`src/id_defs.svh`:
```
/*
 * Width and position macros for the ID stage datapath
 * Capability, integer and register file geometry
 */

`ifndef ID_DEFS_SVH
`define ID_DEFS_SVH

// Capability word width
`define ID_CAP_W 93

// Integer width, also the address field of a capability
`define ID_XLEN 32

// Mode flag position inside a capability
`define ID_CAP_FLAG_BIT 92

// Register file geometry
`define ID_NREGS 32
`define ID_RADDR_W 5

`endif

```
`src/id_pkg.sv`:
```
/*
 * Shared types for the ID stage
 * Capability, word and register address types
 * Operand, immediate and writeback select encodings, FSM states
 */

`include "id_defs.svh"

package id_pkg;

  typedef logic [`ID_CAP_W-1:0]   cap_t;
  typedef logic [`ID_XLEN-1:0]    word_t;
  typedef logic [`ID_RADDR_W-1:0] reg_addr_t;

  ////////////////////////////////////////////////////////////////////////////
  // Integer operand selects
  ////////////////////////////////////////////////////////////////////////////

  typedef enum logic [1:0] {OP_A_REG, OP_A_CURRPC, OP_A_IMM} op_a_sel_e;

  typedef enum logic {OP_B_REG, OP_B_IMM} op_b_sel_e;

  typedef enum logic {IMM_A_ZERO, IMM_A_ZIMM} imm_a_sel_e;

  typedef enum logic [2:0] {
    IMM_B_I, IMM_B_S, IMM_B_B, IMM_B_U, IMM_B_J, IMM_B_INCR_PC
  } imm_b_sel_e;

  ////////////////////////////////////////////////////////////////////////////
  // CHERI operand selects
  ////////////////////////////////////////////////////////////////////////////

  typedef enum logic [1:0] {
    C_OP_A_REG_CAP, C_OP_A_REG_NUM, C_OP_A_REG_DDC, C_OP_A_PCC
  } c_op_a_sel_e;

  typedef enum logic [2:0] {
    C_OP_B_IMM, C_OP_B_REG_CAP, C_OP_B_REG_NUM, C_OP_B_REG_DDC, C_OP_B_PCC
  } c_op_b_sel_e;

  typedef enum logic [2:0] {
    C_IMM_B_INCR_PC, C_IMM_B_I, C_IMM_B_S, C_IMM_B_U, C_IMM_B_RS2
  } c_imm_b_sel_e;

  // Writeback source
  typedef enum logic [1:0] {RF_WD_EX, RF_WD_LSU, RF_WD_CHERI} rf_wd_sel_e;

  // Multicycle tracker states
  typedef enum logic {IDLE, WAIT_MULTI} id_fsm_e;

endpackage

```
`src/id_writeback.sv`:
```
/*
 * Register file writeback selection
 * Tag stripping into address-only capabilities, write enable gating
 */

`timescale 1ns/1ps

`include "id_defs.svh"

module id_writeback (
  input  id_pkg::cap_t       ex_wdata_i,
  input  id_pkg::cap_t       lsu_wdata_i,
  input  id_pkg::rf_wd_sel_e rf_wd_sel_i,
  input  logic               mem_cap_access_i,
  input  logic               cheri_wrote_cap_i,
  input  logic               rf_we_i,
  input  logic               multicycle_i,
  input  logic               instr_executing_i,
  input  logic               rf_we_wb_i,
  output id_pkg::cap_t       wdata_o,
  output logic               we_o
);

  import id_pkg::*;

  // Null capability keeping only the address field
  function automatic cap_t null_with_addr(input cap_t cap);
    cap_t res;
    res = '0;
    res[`ID_XLEN-1:0] = cap[`ID_XLEN-1:0];
    return res;
  endfunction

  always_comb begin
    unique case (rf_wd_sel_i)
      RF_WD_EX:    wdata_o = null_with_addr(ex_wdata_i);
      RF_WD_LSU:   wdata_o = mem_cap_access_i ? lsu_wdata_i : null_with_addr(lsu_wdata_i);
      RF_WD_CHERI: wdata_o = cheri_wrote_cap_i ? ex_wdata_i : null_with_addr(ex_wdata_i);
      default:     wdata_o = '0;
    endcase
  end

  // Loads and mult/div write only when their result arrives
  assign we_o = multicycle_i ? rf_we_wb_i : (rf_we_i & instr_executing_i);

endmodule

```
`config.mk`:
```
export PLATFORM = sky130hd
export DESIGN_NAME = id_writeback
export DESIGN_NICKNAME = d
export VERILOG_FILES = /design/src/id_pkg.sv /design/src/id_writeback.sv
export VERILOG_INCLUDE_DIRS = /design/src
export SDC_FILE = /design/constraint.sdc
export NUM_CORES = 1
export LEC_CHECK = 0
export ABC_CLOCK_PERIOD_IN_PS = 3000
export BUFFER_PORTS_ARGS = -buffer_cell sky130_fd_sc_hd__buf_2
export CAP_MARGIN = 20
export CORE_AREA = 2 2 112 114
export DETAILED_ROUTE_END_ITERATION = 8
export DIE_AREA = 0 0 114 116
export SYNTH_ARGS = -nofsm -noshare
export SYNTH_HDL_FRONTEND = slang
export SYNTH_SLANG_ARGS = --single-unit
```
`constraint.sdc`:
```
create_clock -name vclk -period 3
set_input_delay 0.6 -clock vclk [all_inputs]
set_output_delay 0.6 -clock vclk [all_outputs]
set_load 0.1 [all_outputs]
```
==> metrics.yaml <==
status: "completed"
clkPwrFrac: 0
crit_fanout: 61
fin_nets: 588
period_needed_ns: 2.56
dr_total_vias: 2242
drive_gt1_frac: 0.753
hold_buffers: 0
synth_warnings: 0
syn-cell-area_um2: 1000
fin_area_um2: 2570
grt_max_degree: 62
fp-row-count: 40
wl_mm: 8.93
maxSlewViolCount: 0
clock_buffers: 0
cp-end-kind: "primary output"
cellLeakagePower_nw: 1.62
die_area_um2: 13200
design.seq.count: 0
cellPowerDensity_nw_per_um2: 344
hold_start: "multicycle_i"
rsz0062_at_grt: "false"
dp_hpwl_mm: 7.85
start_util: 0.0840
synthToLayoutAreaGrowth_pct: 157
setup_viol: 0
switchingPower_uw: 681
report.power.total_uw: 884
hold_class: "input pin to primary output"
crit_path_start_kind: "input pin"
postCtsSetupRepairBufs: 0
power_frac_seq: 0
required_ns: 2.40
min_path_cells: 3
fp.dieW_um: 114
critPathArrivalTime_ns: 1.96
p_comb_frac: 1.000
worst_pin_slew_ns: 0.534
synth_area_per_cell_um2: 8.27
stdcell_count: 539
core_um2: 11900
hold_viol: 0
fin_crit_sh: 0.852
worst_ir_drop_vdd_mv: 0.180
antenna_left: 0
routedWlPerCell_um: 16.6
remaining_drc_errors: 0
drtPass1Iterations: 4
synthCells: 121
grt_pass1_vias: 2075
fp.dieH_um: 116
cap_violations: 0
vias_per_cell: 4.16
fmaxAchievable_ghz: 0.391
crit_type: "input pin to primary output"
ios: 288
setup_tns_ns: 0
postPlaceCellArea_um2: 2570
gr-total-overflow: 0
slew_headroom: 0.646
antenna_found_initial: 0
grt_pass1_wl_mm: 11.4
sw_frac_of_total: 0.770
cts-resized-gates: 0
final_util: 0.216
final_cell_mix: "buf_2, a22o_1, buf_12"
final_common_cell: "buf_2"
antennaDiodeCount: 0
port_buffers: 288
groute.usage.overall: 0.112
drt_iter0_drc: 95
postSynthNetCount: 315
synth_cell_types: 10
seq_area_um2: 0
routabilityCongestion: 0.827
holdPathEnd: "we_o"
internal_power_uw: 203
seq_area_frac_synth: 0
place_inst: 539
## power by group through the flow
stage	Combinational (mW)	Clock, mW	Sequential (mW)
3_3_place_gp	0.888	0	0
4_1_cts	0.889	0	0
2_1_floorplan	0.658	0	0
6_report	0.884	0	0
3_5_place_dp	0.887	0	0
5_1_grt	0.911	0	0
## worst max-delay path, cell delays in order
cell and delay, ns:
buf_2 0.12, and3b_2 0.25, buf_12 0.24, a22o_1 0.24, buf_2 0.45
## worst max-delay path by stage
stage	from	depth (start not counted)	end
floorplan	rf_we_i	2	we_o
global placement	rf_wd_sel_i[0]	5	wdata_o[88]
detailed placement	rf_wd_sel_i[0]	5	wdata_o[88]
CTS	rf_wd_sel_i[0]	5	wdata_o[88]
global route	rf_wd_sel_i[0]	5	wdata_o[88]
finish	rf_wd_sel_i[0]	5	wdata_o[54]
## kinds of logic (layout without fill, tap and decap cells)
logic type | after synthesis | after routing | share of synthesized area
buf+inv | 22 | 293 | 0.149
compound gates | 94 | 94 | 0.820
simple gates | 5 | 5 | 0.0313
## through the flow
stage,hold slack [ns],worst slack (ns)
2_1_floorplan,1.71,0.417
3_3_place_gp,1.62,0.415
3_5_place_dp,1.63,0.417
4_1_cts,1.63,0.411
5_1_grt,1.66,0.402
6_report,1.62,0.444
## Yosys cell counts, drive strengths merged
| master | count | share of area |
|---|---|---|
| clkbuf | 3 | 0.011 |
| inv | 1 | 0.0037 |
| and3b | 2 | 0.018 |
| a22o | 92 | 0.80 |
| nor2b | 1 | 0.0063 |
| o21ai | 1 | 0.0050 |
| a32o | 1 | 0.010 |
| buf | 18 | 0.13 |
| nand2 | 2 | 0.0075 |
## layer usage
metal  track usage  up-vias  share of wire
met1         0.141      993           0.41
met4             0        0              0
li1              -     1073              -
met2         0.214      176           0.50
met3        0.0157        0          0.095
met5             0        -              0
## area by class of cell
cell class | instances | area [µm²]
Inverter | 1 | 3.75
Tap cell | 147 | 184
Timing Repair Buffer | 292 | 1530
Multi-Input combinational cell | 99 | 857
Fill cell | 1381 | 9340
Note: power is estimated with default switching activity, not from simulation.
