## src/id_defs.svh

```systemverilog
/*
 * Width and position macros for the ID stage datapath
 * Capability, integer and register file geometry
 */

`ifndef ID_DEFS_SVH
`define ID_DEFS_SVH

// Capability word width
`define ID_CAP_W 93

// Integer width, also the address field of a capability
`define ID_XLEN 32

// Mode flag position inside a capability
`define ID_CAP_FLAG_BIT 92

// Register file geometry
`define ID_NREGS 32
`define ID_RADDR_W 5

`endif

```

## src/id_pkg.sv

```systemverilog
/*
 * Shared types for the ID stage
 * Capability, word and register address types
 * Operand, immediate and writeback select encodings, FSM states
 */

`include "id_defs.svh"

package id_pkg;

  typedef logic [`ID_CAP_W-1:0]   cap_t;
  typedef logic [`ID_XLEN-1:0]    word_t;
  typedef logic [`ID_RADDR_W-1:0] reg_addr_t;

  ////////////////////////////////////////////////////////////////////////////
  // Integer operand selects
  ////////////////////////////////////////////////////////////////////////////

  typedef enum logic [1:0] {OP_A_REG, OP_A_CURRPC, OP_A_IMM} op_a_sel_e;

  typedef enum logic {OP_B_REG, OP_B_IMM} op_b_sel_e;

  typedef enum logic {IMM_A_ZERO, IMM_A_ZIMM} imm_a_sel_e;

  typedef enum logic [2:0] {
    IMM_B_I, IMM_B_S, IMM_B_B, IMM_B_U, IMM_B_J, IMM_B_INCR_PC
  } imm_b_sel_e;

  ////////////////////////////////////////////////////////////////////////////
  // CHERI operand selects
  ////////////////////////////////////////////////////////////////////////////

  typedef enum logic [1:0] {
    C_OP_A_REG_CAP, C_OP_A_REG_NUM, C_OP_A_REG_DDC, C_OP_A_PCC
  } c_op_a_sel_e;

  typedef enum logic [2:0] {
    C_OP_B_IMM, C_OP_B_REG_CAP, C_OP_B_REG_NUM, C_OP_B_REG_DDC, C_OP_B_PCC
  } c_op_b_sel_e;

  typedef enum logic [2:0] {
    C_IMM_B_INCR_PC, C_IMM_B_I, C_IMM_B_S, C_IMM_B_U, C_IMM_B_RS2
  } c_imm_b_sel_e;

  // Writeback source
  typedef enum logic [1:0] {RF_WD_EX, RF_WD_LSU, RF_WD_CHERI} rf_wd_sel_e;

  // Multicycle tracker states
  typedef enum logic {IDLE, WAIT_MULTI} id_fsm_e;

endpackage

```

## src/id_multicycle_fsm.sv

```systemverilog
/*
 * Multicycle instruction tracker
 * Stalls for LSU, mult/div, jumps and taken branches, branch set and retire
 */

`timescale 1ns/1ps

module id_multicycle_fsm (
  input  logic clk_i,
  input  logic rst_ni,
  input  logic instr_new_i,
  input  logic data_req_i,
  input  logic multdiv_en_i,
  input  logic branch_i,
  input  logic jump_i,
  input  logic branch_decision_i,
  input  logic ex_valid_i,
  input  logic lsu_valid_i,
  input  logic rf_we_i,
  output logic stall_o,
  output logic branch_set_o,
  output logic instr_ret_o,
  output logic instr_executing_o,
  output logic rf_we_wb_o,
  output logic multicycle_o,
  output logic data_req_o
);

  import id_pkg::*;

  id_fsm_e fsm_cs, fsm_ns;
  logic    done_q, done_n;
  logic    branch_set_q, branch_set_n;
  logic    multi_done;

  // Completion pulse depends on the unit doing the work
  assign multi_done = (data_req_i & lsu_valid_i) | (~data_req_i & ex_valid_i);

  always_ff @(posedge clk_i or negedge rst_ni) begin
    if (!rst_ni) begin
      fsm_cs       <= IDLE;
      done_q       <= 1'b1;
      branch_set_q <= 1'b0;
    end else begin
      fsm_cs       <= fsm_ns;
      done_q       <= done_n;
      branch_set_q <= branch_set_n;
    end
  end

  always_comb begin
    fsm_ns       = fsm_cs;
    done_n       = done_q;
    branch_set_n = 1'b0;
    stall_o      = 1'b0;
    instr_ret_o  = 1'b0;
    rf_we_wb_o   = 1'b0;

    unique case (fsm_cs)
      IDLE: begin
        // Only a new instruction can start a wait
        if (instr_new_i) begin
          if (data_req_i || multdiv_en_i || jump_i) begin
            fsm_ns  = WAIT_MULTI;
            stall_o = 1'b1;
            done_n  = 1'b0;
          end else if (branch_i && branch_decision_i) begin
            fsm_ns       = WAIT_MULTI;
            stall_o      = 1'b1;
            done_n       = 1'b0;
            branch_set_n = 1'b1;
          end else begin
            // Not-taken branch or single-cycle op
            instr_ret_o = 1'b1;
          end
        end
      end

      WAIT_MULTI: begin
        if (multi_done) begin
          fsm_ns      = IDLE;
          done_n      = 1'b1;
          instr_ret_o = 1'b1;
          rf_we_wb_o  = rf_we_i;
        end else begin
          stall_o = 1'b1;
        end
      end

      default: fsm_ns = IDLE;
    endcase
  end

  assign branch_set_o      = branch_set_q;
  assign instr_executing_o = instr_new_i | ~done_q;
  assign data_req_o        = data_req_i & instr_executing_o;
  assign multicycle_o      = data_req_i | multdiv_en_i;

endmodule

```

## config.mk

```make
export PLATFORM = sky130hd
export DESIGN_NAME = id_multicycle_fsm
export DESIGN_NICKNAME = d
export VERILOG_FILES = /design/src/id_pkg.sv /design/src/id_multicycle_fsm.sv
export VERILOG_INCLUDE_DIRS = /design/src
export SDC_FILE = /design/constraint.sdc
export NUM_CORES = 1
export LEC_CHECK = 0
export BUFFER_PORTS_ARGS = -buffer_cell sky130_fd_sc_hd__buf_2
export CAP_MARGIN = 20
export CORE_AREA = 2 2 39 41
export CTS_BUF_LIST = sky130_fd_sc_hd__clkbuf_2 sky130_fd_sc_hd__clkbuf_4 sky130_fd_sc_hd__clkbuf_8
export DETAILED_ROUTE_END_ITERATION = 12
export DIE_AREA = 0 0 41 43
export PLACE_DENSITY_LB_ADDON = 0.12
export SYNTH_ARGS = -nofsm -noshare
export SYNTH_HDL_FRONTEND = slang
export SYNTH_SLANG_ARGS = --single-unit
```

## constraint.sdc

```tcl
create_clock -name clk_i -period 0.97 [get_ports clk_i]
set_input_delay 0.097 -clock clk_i [delete_from_list [all_inputs] [get_ports clk_i]]
set_output_delay 0.097 -clock clk_i [all_outputs]
set_load 0.03 [all_outputs]
```

==> impl_results.md <==
- Most frequent cell on the critical path: nand2b_4
- Max layer used: met3
- Clock skew: 1.247 ps
- Slew Viols, Final: 0
- Util after Layout: 32.46%
- DIE WIDTH: 41 um
- Number of H-tree levels: 1
- Clk sink count: 3
- WL/cell: 8.286 um
- Die ar.: 1763 sq um
- Row count: 14
- Core ar.: 1384 sq um
- Total power: 0.7258 mW
- Antenna Violating Nets Remaining: 0
- Ratio of cells with drive above 1 in the final layout: 80.85%
- Worst path buffer plus inverter count: 1
- Initial drt markers: 0
- Max Cap Violations: 0
- Slowest cell on the critical path: dfrtp_1
- CP max FO: 2
- Vias in the first global route: 214
- Clock Tree Buf Depth: 2
- Largest stage delay, worst path: 370 ps
- Slew margin rel.: 85.75%
- YS warnings: 0
- Failing checks: negative setup slack
- Maximum vdd drop: 0.5045 mV
- EDFF count, synth: 0
- Sequential share of power: 24.0%
- Nets: 59
- Port buffer count: 17
- Ant. Diodes: 0
- Pre-antenna DRT Iters: 1
- Top post-synthesis cells by area: dfrtp_1 26%, dfstp_2 14%, nand2b_1 9.9%, nand2b_4 7.2%, inv_1 5.9%
- DRC Markers: 0
- P_int: 0.4945 mW
- Crit path max-delay family: flip-flops
- Global-route wire length before repair: 772 um
- Cell variety after synth: 15
- Min Tclk post-route: 1242 ps
- Critical Path RT: 870 ps
- Clock Pin Slew Worst Setup and Hold Paths: 40 ps
- Synthesized area: 190.2 sq um
- CTS tree: yes
- Starting Density: 13.74%
- Worst-margin pin slew: 212.5 ps
- FMAX: 804.8 MHz
- Routed WL: 522 um
- Initial antenna violation count: 0
- IO Pins: 18
- Primary FF master, synth: dfrtp_1
- Skew-Pair Late Insertion Delay: 230 ps
- Arrival time worst endpoint: 1150 ps
- Comb pwr share: 42.3%
- Via density: 3.683
- Setup violations, final: 5
- Average cell area after synthesis: 9.056 sq um
- GR Overflow Total: 0
- Root Driver: clkbuf_4
- Worst hold path type: primary input to flop
- Cell Chain, Critical Path: nand2b_4, nand2b_4, o21ai_4, buf_6
- Met3 wire len: 54 um
- #FFs+latches synth: 3
- Period utilization: 128.1%
- Final worst slack: -272.5 ps
- Sw frac: 31.87%
- Startpoint Class: flop
- Pwr/cell area: 1616 nW/um^2
- Post-synth top area cell: dfrtp_1
- Total track usage: 6.848%
- P&R area growth vs syn: 136.2%
- Post-synth top cells: 3 x inv_1, 3 x nand2b_1, 2 x dfrtp_1, 2 x o21ai_1
- Sw Pwr: 0.2314 mW
- Syn Nets: 32
- Cells after Synth: 21
- Largest net degree at the start of global routing: 5
- RD Place Congestion: 0.5589
- Share of the synthesized area in the top cell type: 26.32%
- DRT met1 WL: 206 um
- CTS Buf Count: 3
- Status: finished with violations
- Count of final hold-check violations: 0
- DR WL met2: 261 um
- Leak: 0.2412 nW
- FFs w/ async S/R, synth: 100.0%
- Vias post-DR: 232
- Crit path kind: flop to output port
- RSZ-0062 raised after global routing: true
- Die H: 43 um
- Fin Setup TNS: -958.5 ps
- Register area share after synthesis: 40.13%
- Clk pwr share: 33.7%
- Setup crit end kind: output port
metrics by stage:
| step | setup slack, ps | std cells | cell area, sq um | hold WS [ps] |
|---|---|---|---|---|
| 6_report | -272.5 | 63 | 449.2 | 178.0 |
| 5_1_grt | -322.5 | 63 | 449.2 | 189.7 |
| 4_1_cts | -287.5 | 62 | 429.2 | 154.9 |
| 3_5_place_dp | -108.5 | 56 | 341.6 | -103.6 |
| 3_3_place_gp | -117.1 | 56 | 341.6 | -107.9 |
| 2_1_floorplan | -64.68 | 21 | 221.5 | -198.6 |
routing by layer:
layer	up-vias	global-route usage, %
met2	12	9.063
met1	101	7.792
met5	-	0
li1	119	-
met3	0	1.571
met4	0	8.000
cell type report:
| class | count | area (sq um) |
|---|---|---|
| multi-input cells | 15 | 155.1 |
| inverters | 3 | 11.26 |
| fillers | 166 | 934.6 |
| well taps | 16 | 20.02 |
| flip-flops and latches | 3 | 76.32 |
| repair buffers | 22 | 156.4 |
| clock buffers | 4 | 30.03 |
placed cells by master (no fill, tap or decap):
master / netlist / layout
dfstp_2: 1 / 1
buf_6: 0 / 5
o21ai_4: 0 / 1
a21o_2: 0 / 1
o21ai_1: 2 / 1
nor2_4: 0 / 2
buf_4: 0 / 4
mux2i_1: 1 / 1
inv_1: 3 / 3
buf_2: 0 / 12
nand2_1: 1 / 1
nand2b_4: 1 / 4
a21oi_2: 0 / 1
dfrtp_1: 2 / 2
nor3_2: 1 / 1
and2_4: 0 / 1
or2_2: 1 / 1
dlygate4sd3_1: 0 / 1
clkbuf_4: 0 / 4
worst paths after layout:
path | end | slack [ps] | cells after the start | startpoint
setup / recovery | instr_ret_o | -270 | 4 | fsm_cs
hold / removal | branch_set_o | 180 | 3 | branch_decision_i
setup reg to reg | branch_set_o | 20 | 4 | fsm_cs
hold reg to reg | done_q | 500 | 2 | done_q
max in group asynchronous | done_q | 580 | 2 | rst_ni
min in group asynchronous | branch_set_o | 190 | 2 | rst_ni
worst register-to-register path: cells and delay by family, from the launching register on:
| kind | cells | cell delay [ps] |
|---|---|---|
| AND/OR/NAND/NOR | 3 | 370 |
| flip-flops | 1 | 370 |
| buffers and inverters | 1 | 140 |
cells by family after synthesis:
group           share of synthesized area [%]
simple gates                            36.84
buf+inv                                 5.921
compound gates                          11.84
mux                                     5.263
flops                                   40.14
power groups by stage:
stage	logic, mW	registers, mW	clock network [mW]
6_report	0.307	0.174	0.245
4_1_cts	0.297	0.176	0.260
3_3_place_gp	0.241	0.171	0
5_1_grt	0.327	0.179	0.275
2_1_floorplan	0.160	0.174	0
3_5_place_dp	0.244	0.172	0
what timing repair did:
item / in CTS / in global routing
hold buffers: 1 / 0
setup endpoints to repair: 5 / 6
pin swaps: 1 / 1
buffers inserted: 1 / 2
endpoints found under the hold margin: 3 / 0
gates resized for setup: 12 / 3
registers in the layout, indices dropped and copies added (netlist names):
signal and count:
done_q 1, branch_set_o 1, fsm_cs 1
Note: power is estimated with default switching activity, not from simulation.
