--- src/id_defs.svh ---
/*
 * Width and position macros for the ID stage datapath
 * Capability, integer and register file geometry
 */

`ifndef ID_DEFS_SVH
`define ID_DEFS_SVH

// Capability word width
`define ID_CAP_W 93

// Integer width, also the address field of a capability
`define ID_XLEN 32

// Mode flag position inside a capability
`define ID_CAP_FLAG_BIT 92

// Register file geometry
`define ID_NREGS 32
`define ID_RADDR_W 5

`endif

--- src/id_pkg.sv ---
/*
 * Shared types for the ID stage
 * Capability, word and register address types
 * Operand, immediate and writeback select encodings, FSM states
 */

`include "id_defs.svh"

package id_pkg;

  typedef logic [`ID_CAP_W-1:0]   cap_t;
  typedef logic [`ID_XLEN-1:0]    word_t;
  typedef logic [`ID_RADDR_W-1:0] reg_addr_t;

  ////////////////////////////////////////////////////////////////////////////
  // Integer operand selects
  ////////////////////////////////////////////////////////////////////////////

  typedef enum logic [1:0] {OP_A_REG, OP_A_CURRPC, OP_A_IMM} op_a_sel_e;

  typedef enum logic {OP_B_REG, OP_B_IMM} op_b_sel_e;

  typedef enum logic {IMM_A_ZERO, IMM_A_ZIMM} imm_a_sel_e;

  typedef enum logic [2:0] {
    IMM_B_I, IMM_B_S, IMM_B_B, IMM_B_U, IMM_B_J, IMM_B_INCR_PC
  } imm_b_sel_e;

  ////////////////////////////////////////////////////////////////////////////
  // CHERI operand selects
  ////////////////////////////////////////////////////////////////////////////

  typedef enum logic [1:0] {
    C_OP_A_REG_CAP, C_OP_A_REG_NUM, C_OP_A_REG_DDC, C_OP_A_PCC
  } c_op_a_sel_e;

  typedef enum logic [2:0] {
    C_OP_B_IMM, C_OP_B_REG_CAP, C_OP_B_REG_NUM, C_OP_B_REG_DDC, C_OP_B_PCC
  } c_op_b_sel_e;

  typedef enum logic [2:0] {
    C_IMM_B_INCR_PC, C_IMM_B_I, C_IMM_B_S, C_IMM_B_U, C_IMM_B_RS2
  } c_imm_b_sel_e;

  // Writeback source
  typedef enum logic [1:0] {RF_WD_EX, RF_WD_LSU, RF_WD_CHERI} rf_wd_sel_e;

  // Multicycle tracker states
  typedef enum logic {IDLE, WAIT_MULTI} id_fsm_e;

endpackage

--- src/id_operand_mux.sv ---
/*
 * Operand selection for the ALU and the CHERI unit
 * Memory capability choice and store data
 */

`timescale 1ns/1ps

`include "id_defs.svh"

module id_operand_mux (
  input  id_pkg::cap_t         rdata_a_cap_i,
  input  id_pkg::cap_t         rdata_b_cap_i,
  input  id_pkg::cap_t         pc_cap_i,
  input  id_pkg::cap_t         ddc_i,
  input  id_pkg::reg_addr_t    raddr_a_i,
  input  id_pkg::reg_addr_t    raddr_b_i,
  input  id_pkg::word_t        imm_i_i,
  input  id_pkg::word_t        imm_s_i,
  input  id_pkg::word_t        imm_b_i,
  input  id_pkg::word_t        imm_u_i,
  input  id_pkg::word_t        imm_j_i,
  input  id_pkg::word_t        zimm_i,
  input  logic                 instr_is_compressed_i,
  input  id_pkg::op_a_sel_e    alu_op_a_sel_i,
  input  id_pkg::op_b_sel_e    alu_op_b_sel_i,
  input  id_pkg::imm_a_sel_e   imm_a_sel_i,
  input  id_pkg::imm_b_sel_e   imm_b_sel_i,
  input  id_pkg::c_op_a_sel_e  c_op_a_sel_i,
  input  id_pkg::c_op_b_sel_e  c_op_b_sel_i,
  input  id_pkg::c_imm_b_sel_e c_imm_b_sel_i,
  input  logic                 mem_ddc_relative_i,
  input  logic                 cheri_en_i,
  input  logic                 mem_cap_access_i,
  output id_pkg::word_t        alu_operand_a_o,
  output id_pkg::word_t        alu_operand_b_o,
  output id_pkg::cap_t         cheri_operand_a_o,
  output id_pkg::cap_t         cheri_operand_b_o,
  output id_pkg::cap_t         mem_cap_o,
  output id_pkg::cap_t         data_wdata_o
);

  import id_pkg::*;

  word_t rdata_a;
  word_t rdata_b;
  word_t imm_a;
  word_t imm_b;
  word_t pc_incr;
  cap_t  c_imm_b;
  logic  use_ddc;

  // Integer value placed in the address field of an otherwise empty word
  function automatic cap_t zext(input word_t w);
    return cap_t'(w);
  endfunction

  // Integer view of the register reads
  assign rdata_a = rdata_a_cap_i[`ID_XLEN-1:0];
  assign rdata_b = rdata_b_cap_i[`ID_XLEN-1:0];

  assign pc_incr = instr_is_compressed_i ? 32'h2 : 32'h4;

  ////////////////////////////////////////////////////////////////////////////
  // Integer operands
  ////////////////////////////////////////////////////////////////////////////

  assign imm_a = (imm_a_sel_i == IMM_A_ZIMM) ? zimm_i : '0;

  always_comb begin
    unique case (alu_op_a_sel_i)
      OP_A_REG:    alu_operand_a_o = rdata_a;
      OP_A_CURRPC: alu_operand_a_o = pc_cap_i[`ID_XLEN-1:0];
      OP_A_IMM:    alu_operand_a_o = imm_a;
      default:     alu_operand_a_o = '0;
    endcase
  end

  always_comb begin
    unique case (imm_b_sel_i)
      IMM_B_I:       imm_b = imm_i_i;
      IMM_B_S:       imm_b = imm_s_i;
      IMM_B_B:       imm_b = imm_b_i;
      IMM_B_U:       imm_b = imm_u_i;
      IMM_B_J:       imm_b = imm_j_i;
      IMM_B_INCR_PC: imm_b = pc_incr;
      default:       imm_b = '0;
    endcase
  end

  assign alu_operand_b_o = (alu_op_b_sel_i == OP_B_IMM) ? imm_b : rdata_b;

  ////////////////////////////////////////////////////////////////////////////
  // CHERI operands
  ////////////////////////////////////////////////////////////////////////////

  always_comb begin
    unique case (c_op_a_sel_i)
      C_OP_A_REG_CAP: cheri_operand_a_o = rdata_a_cap_i;
      C_OP_A_REG_NUM: cheri_operand_a_o = zext(rdata_a);
      // x0 stands for DDC here
      C_OP_A_REG_DDC: cheri_operand_a_o = (raddr_a_i == '0) ? ddc_i : rdata_a_cap_i;
      C_OP_A_PCC:     cheri_operand_a_o = pc_cap_i;
      default:        cheri_operand_a_o = '0;
    endcase
  end

  always_comb begin
    unique case (c_imm_b_sel_i)
      C_IMM_B_INCR_PC: c_imm_b = zext(pc_incr);
      C_IMM_B_I:       c_imm_b = zext(imm_i_i);
      C_IMM_B_S:       c_imm_b = zext(imm_s_i);
      C_IMM_B_U:       c_imm_b = zext(imm_u_i);
      C_IMM_B_RS2:     c_imm_b = zext(word_t'(raddr_b_i));
      default:         c_imm_b = '0;
    endcase
  end

  always_comb begin
    unique case (c_op_b_sel_i)
      C_OP_B_IMM:     cheri_operand_b_o = c_imm_b;
      C_OP_B_REG_CAP: cheri_operand_b_o = rdata_b_cap_i;
      C_OP_B_REG_NUM: cheri_operand_b_o = zext(rdata_b);
      C_OP_B_REG_DDC: cheri_operand_b_o = (raddr_b_i == '0) ? ddc_i : rdata_b_cap_i;
      C_OP_B_PCC:     cheri_operand_b_o = pc_cap_i;
      default:        cheri_operand_b_o = '0;
    endcase
  end

  ////////////////////////////////////////////////////////////////////////////
  // Memory capability and store data
  ////////////////////////////////////////////////////////////////////////////

  // Legacy code in integer mode always goes through DDC
  assign use_ddc = mem_ddc_relative_i | (~cheri_en_i & ~pc_cap_i[`ID_CAP_FLAG_BIT]);

  assign mem_cap_o = use_ddc ? ddc_i : rdata_a_cap_i;

  assign data_wdata_o = mem_cap_access_i ? rdata_b_cap_i : zext(rdata_b);

endmodule

--- config.mk ---
export PLATFORM = sky130hd
export DESIGN_NAME = id_operand_mux
export DESIGN_NICKNAME = d
export VERILOG_FILES = /design/src/id_pkg.sv /design/src/id_operand_mux.sv
export VERILOG_INCLUDE_DIRS = /design/src
export SDC_FILE = /design/constraint.sdc
export NUM_CORES = 1
export LEC_CHECK = 0
export BUFFER_PORTS_ARGS = -buffer_cell sky130_fd_sc_hd__buf_2
export CAP_MARGIN = 20
export CORE_AREA = 2 2 400 402
export DETAILED_ROUTE_END_ITERATION = 10
export DIE_AREA = 0 0 402 404
export GPL_TIMING_DRIVEN = 0
export MAX_ROUTING_LAYER = met4
export PLACE_DENSITY = 0.3
export SLEW_MARGIN = 10
export SYNTH_ARGS = -nofsm -noshare
export SYNTH_HDL_FRONTEND = slang
export SYNTH_SLANG_ARGS = --single-unit
--- constraint.sdc ---
create_clock -name vclk -period 2.3
set_input_delay 0.23 -clock vclk [all_inputs]
set_output_delay 0.23 -clock vclk [all_outputs]
set_load 0.03 [all_outputs]
==> flow_summary.yaml <==
drt:
  via_per_inst: 3.75
  dr.first_iter.drc_count: 1332
  route.detailed.drc: 0
  drt-met1-wl_mm: 64.7
  vias: 16702
  ant_nets: 0
  wirelength_mm: 162
  highest_layer: "met4"
  routedWlPerCell_um: 36.3
  firstDrtPassIters: 5
  met3_wirelength_mm: 10.4
  wl_met2_mm: 84.1
final_layout:
  stdcell_count: 4458
  register_area_um2: 0
  syn_to_final_growth_pct: 112
  drive_above_1_share: 0.612
  fin_area_um2: 19200
  nFlopsAndLatches: 0
  clock_buffers: 0
  finalNetCount: 2949
  finish.utilization: 0.122
global_routing:
  grt_usage: 0.193
  grt_max_degree: 12
  grt_overflow: 0
  grt_pass1_vias: 16713
  grt_pass1_wl_mm: 198
  antenna_found_initial: 81
floorplanning:
  start_util: 0.0573
  row_count: 146
  ioPinCount: 1029
  die-area_um2: 162000
  coreArea_um2: 158000
  fp.dieH_um: 404
  die_x_um: 402
power:
  p_int_mw: 1.88
  p_leak_nw: 8.72
  pwr-share-clk: 0
  vdd_drop_max_v: 0.0000827
  p_per_area_nw_per_um2: 294
  seqPwrFrac: 0
  power_frac_comb: 1.000
  switchingPower_mw: 3.76
  switching_share: 0.667
  total_power_mw: 5.64
placed_design:
  place_area_um2: 16900
  gp_congestion: 0.973
  hpwl_mm: 144
  dpl.cell_count: 4398
  pre_cts_ws_ps: -1180
  portBuffers: 1023
sta:
  max_slew_margin: 0.356
  tightestPinTransition_ps: 966
  period_minus_slack_ps: 2330
  rsz0062_at_grt: "true"
  fmax_mhz: 429
  slew_viol_final: 0
  hold_viol: 0
  min_period_over_period: 1.01
  fin_ws_ps: -32.7
  setup_viol: 13
flow_run:
  drv_cap: 0
logic_synthesis:
  syn_area_per_cell_um2: 6.98
  yosysWarnings: 0
  synth_area_um2: 9040
  ys_seq_area_frac: 0
  synth_nets: 1888
  synthCells: 1295
  ys_types: 38
worst_setup_path:
  setup.worst_path.end: "cheri_operand_b_o[22]"
  startpoint_type: "input pin"
  critPathLaunch: "raddr_b_i[2]"
  cp-end-kind: "primary output"
  path_cells: "buf_8 > or4_4 > nor2_4 > buf_12 > buf_16 > mux2i_4 > o221ai_4 > buf_6"
  max_stage_delay_ps: 570
  cpMaxStageDelayCell: "or4_4"
  crit_arrival_ps: 2100
  crit_type: "in -> out"
  crit_required_ps: 2070
  crit_fanout: 5
clock_network:
  cts_hold_buf: 0
min_path:
  worstHoldPathType: "in -> out"
status:
  status: "finished, violations left"
  violations: "negative setup slack"
## worst max-delay path, delay by kind of cell
family	cells	cell delay, ps
AND/OR/NAND/NOR	2	790
buffers and inverters	4	640
AO/OA/AOI/OAI	1	150
multiplexers	1	260
## final cells by class
type                       instances  area (um2)
antenna                           32        80.1
buffer                           182        1440
fill                           18630      139000
timing repair buffer            1063        6430
inverter                           3        11.3
multi-input combinational       1106        8630
tap                             2072        2590
## cell usage in the layout, fill, tap and decap left out, types with 6 or more instances in the layout
cell type and n:
buf_16 6, nand3_1 61, clkbuf_1 37, buf_12 21
mux2i_1 32, o221ai_1 22, buf_6 92, mux2_2 125
clkbuf_2 38, clkbuf_4 28, o21ai_0 97, nand2_1 97
clkbuf_8 6, o221ai_2 6, and2_1 62, a21o_1 56
clkbuf_16 9, a21oi_2 10, a21oi_1 114, a22o_1 86
nor2b_1 67, nor2_1 32, mux4_2 31, a22o_4 35
a22oi_1 58, diode_2 32, buf_8 10, o22ai_1 64
buf_4 103, buf_2 894
## repair_timing
| action | CTS | global route |
|---|---|---|
| pin swaps | 13 | 31 |
| gates resized for setup | 385 | 171 |
| buffers inserted | 17 | 3 |
| endpoints found under the hold margin | 0 | 0 |
| setup endpoints to repair | 311 | 154 |
| cloned | 4 | 9 |
## cells by family after synthesis
family,share of synthesized area
xor gates and xnor gates,0.000969
muxes,0.273
buffers and inverters,0.104
and+or+nand+nor,0.192
AOI/OAI and AO/OA,0.431
## layer usage
metal  global-route usage  vias to the layer above
met5                    -                        -
met4               0.0191                        0
met3               0.0380                      157
met2                0.352                      958
met1                0.224                     8453
li1                     -                     7134
## stage by stage
stage	TNS [ps]	hold slack (ps)
2_1_floorplan	0	592
3_3_place_gp	-387790	823
3_5_place_dp	-186790	823
4_1_cts	-2040	793
5_1_grt	-1220	805
6_report	-188	793
## how the worst min path moves through the flow
stage	startpoint	slack [ps]	depth (start not counted)	endpoint
2_1_floorplan	rdata_b_cap_i[0]	590	1	data_wdata_o[0]
3_3_place_gp	rdata_b_cap_i[42]	820	3	cheri_operand_b_o[42]
3_5_place_dp	rdata_b_cap_i[42]	820	3	cheri_operand_b_o[42]
4_1_cts	rdata_b_cap_i[42]	790	3	cheri_operand_b_o[42]
5_1_grt	rdata_b_cap_i[44]	810	3	cheri_operand_b_o[44]
6_report	rdata_b_cap_i[42]	790	3	cheri_operand_b_o[42]
## power by group through the flow
stage	sequential (mW)	clock, mW	combinational (mW)
2_1_floorplan	0	0	2.52
3_3_place_gp	0	0	5.25
3_5_place_dp	0	0	5.25
4_1_cts	0	0	5.57
5_1_grt	0	0.00000117	5.89
6_report	0	0.00000150	5.64
## cell usage after synthesis, drive strengths merged
library cell	instances	share of area
inv	3	0.0012
nand3b	2	0.0017
o22a	4	0.0039
o221ai	29	0.028
o21ai	99	0.055
a211o	3	0.0029
nor4	1	0.0024
o211ai	3	0.0025
clkbuf	110	0.046
nor2	34	0.015
nor3b	2	0.0017
mux2	125	0.16
nand2b	3	0.0021
or4	1	0.0012
a21oi	126	0.070
o21bai	1	0.00083
o22ai	64	0.044
a31oi	1	0.00069
mux2i	36	0.040
nand2	98	0.041
a221oi	3	0.0029
a21o	61	0.051
a22oi	61	0.051
and2	63	0.044
buf	76	0.057
nand3	62	0.034
nor3	3	0.0029
a22o	122	0.12
mux4	31	0.077
xnor2	1	0.00097
nor2b	67	0.046
Note: power is estimated with default switching activity, not from simulation.
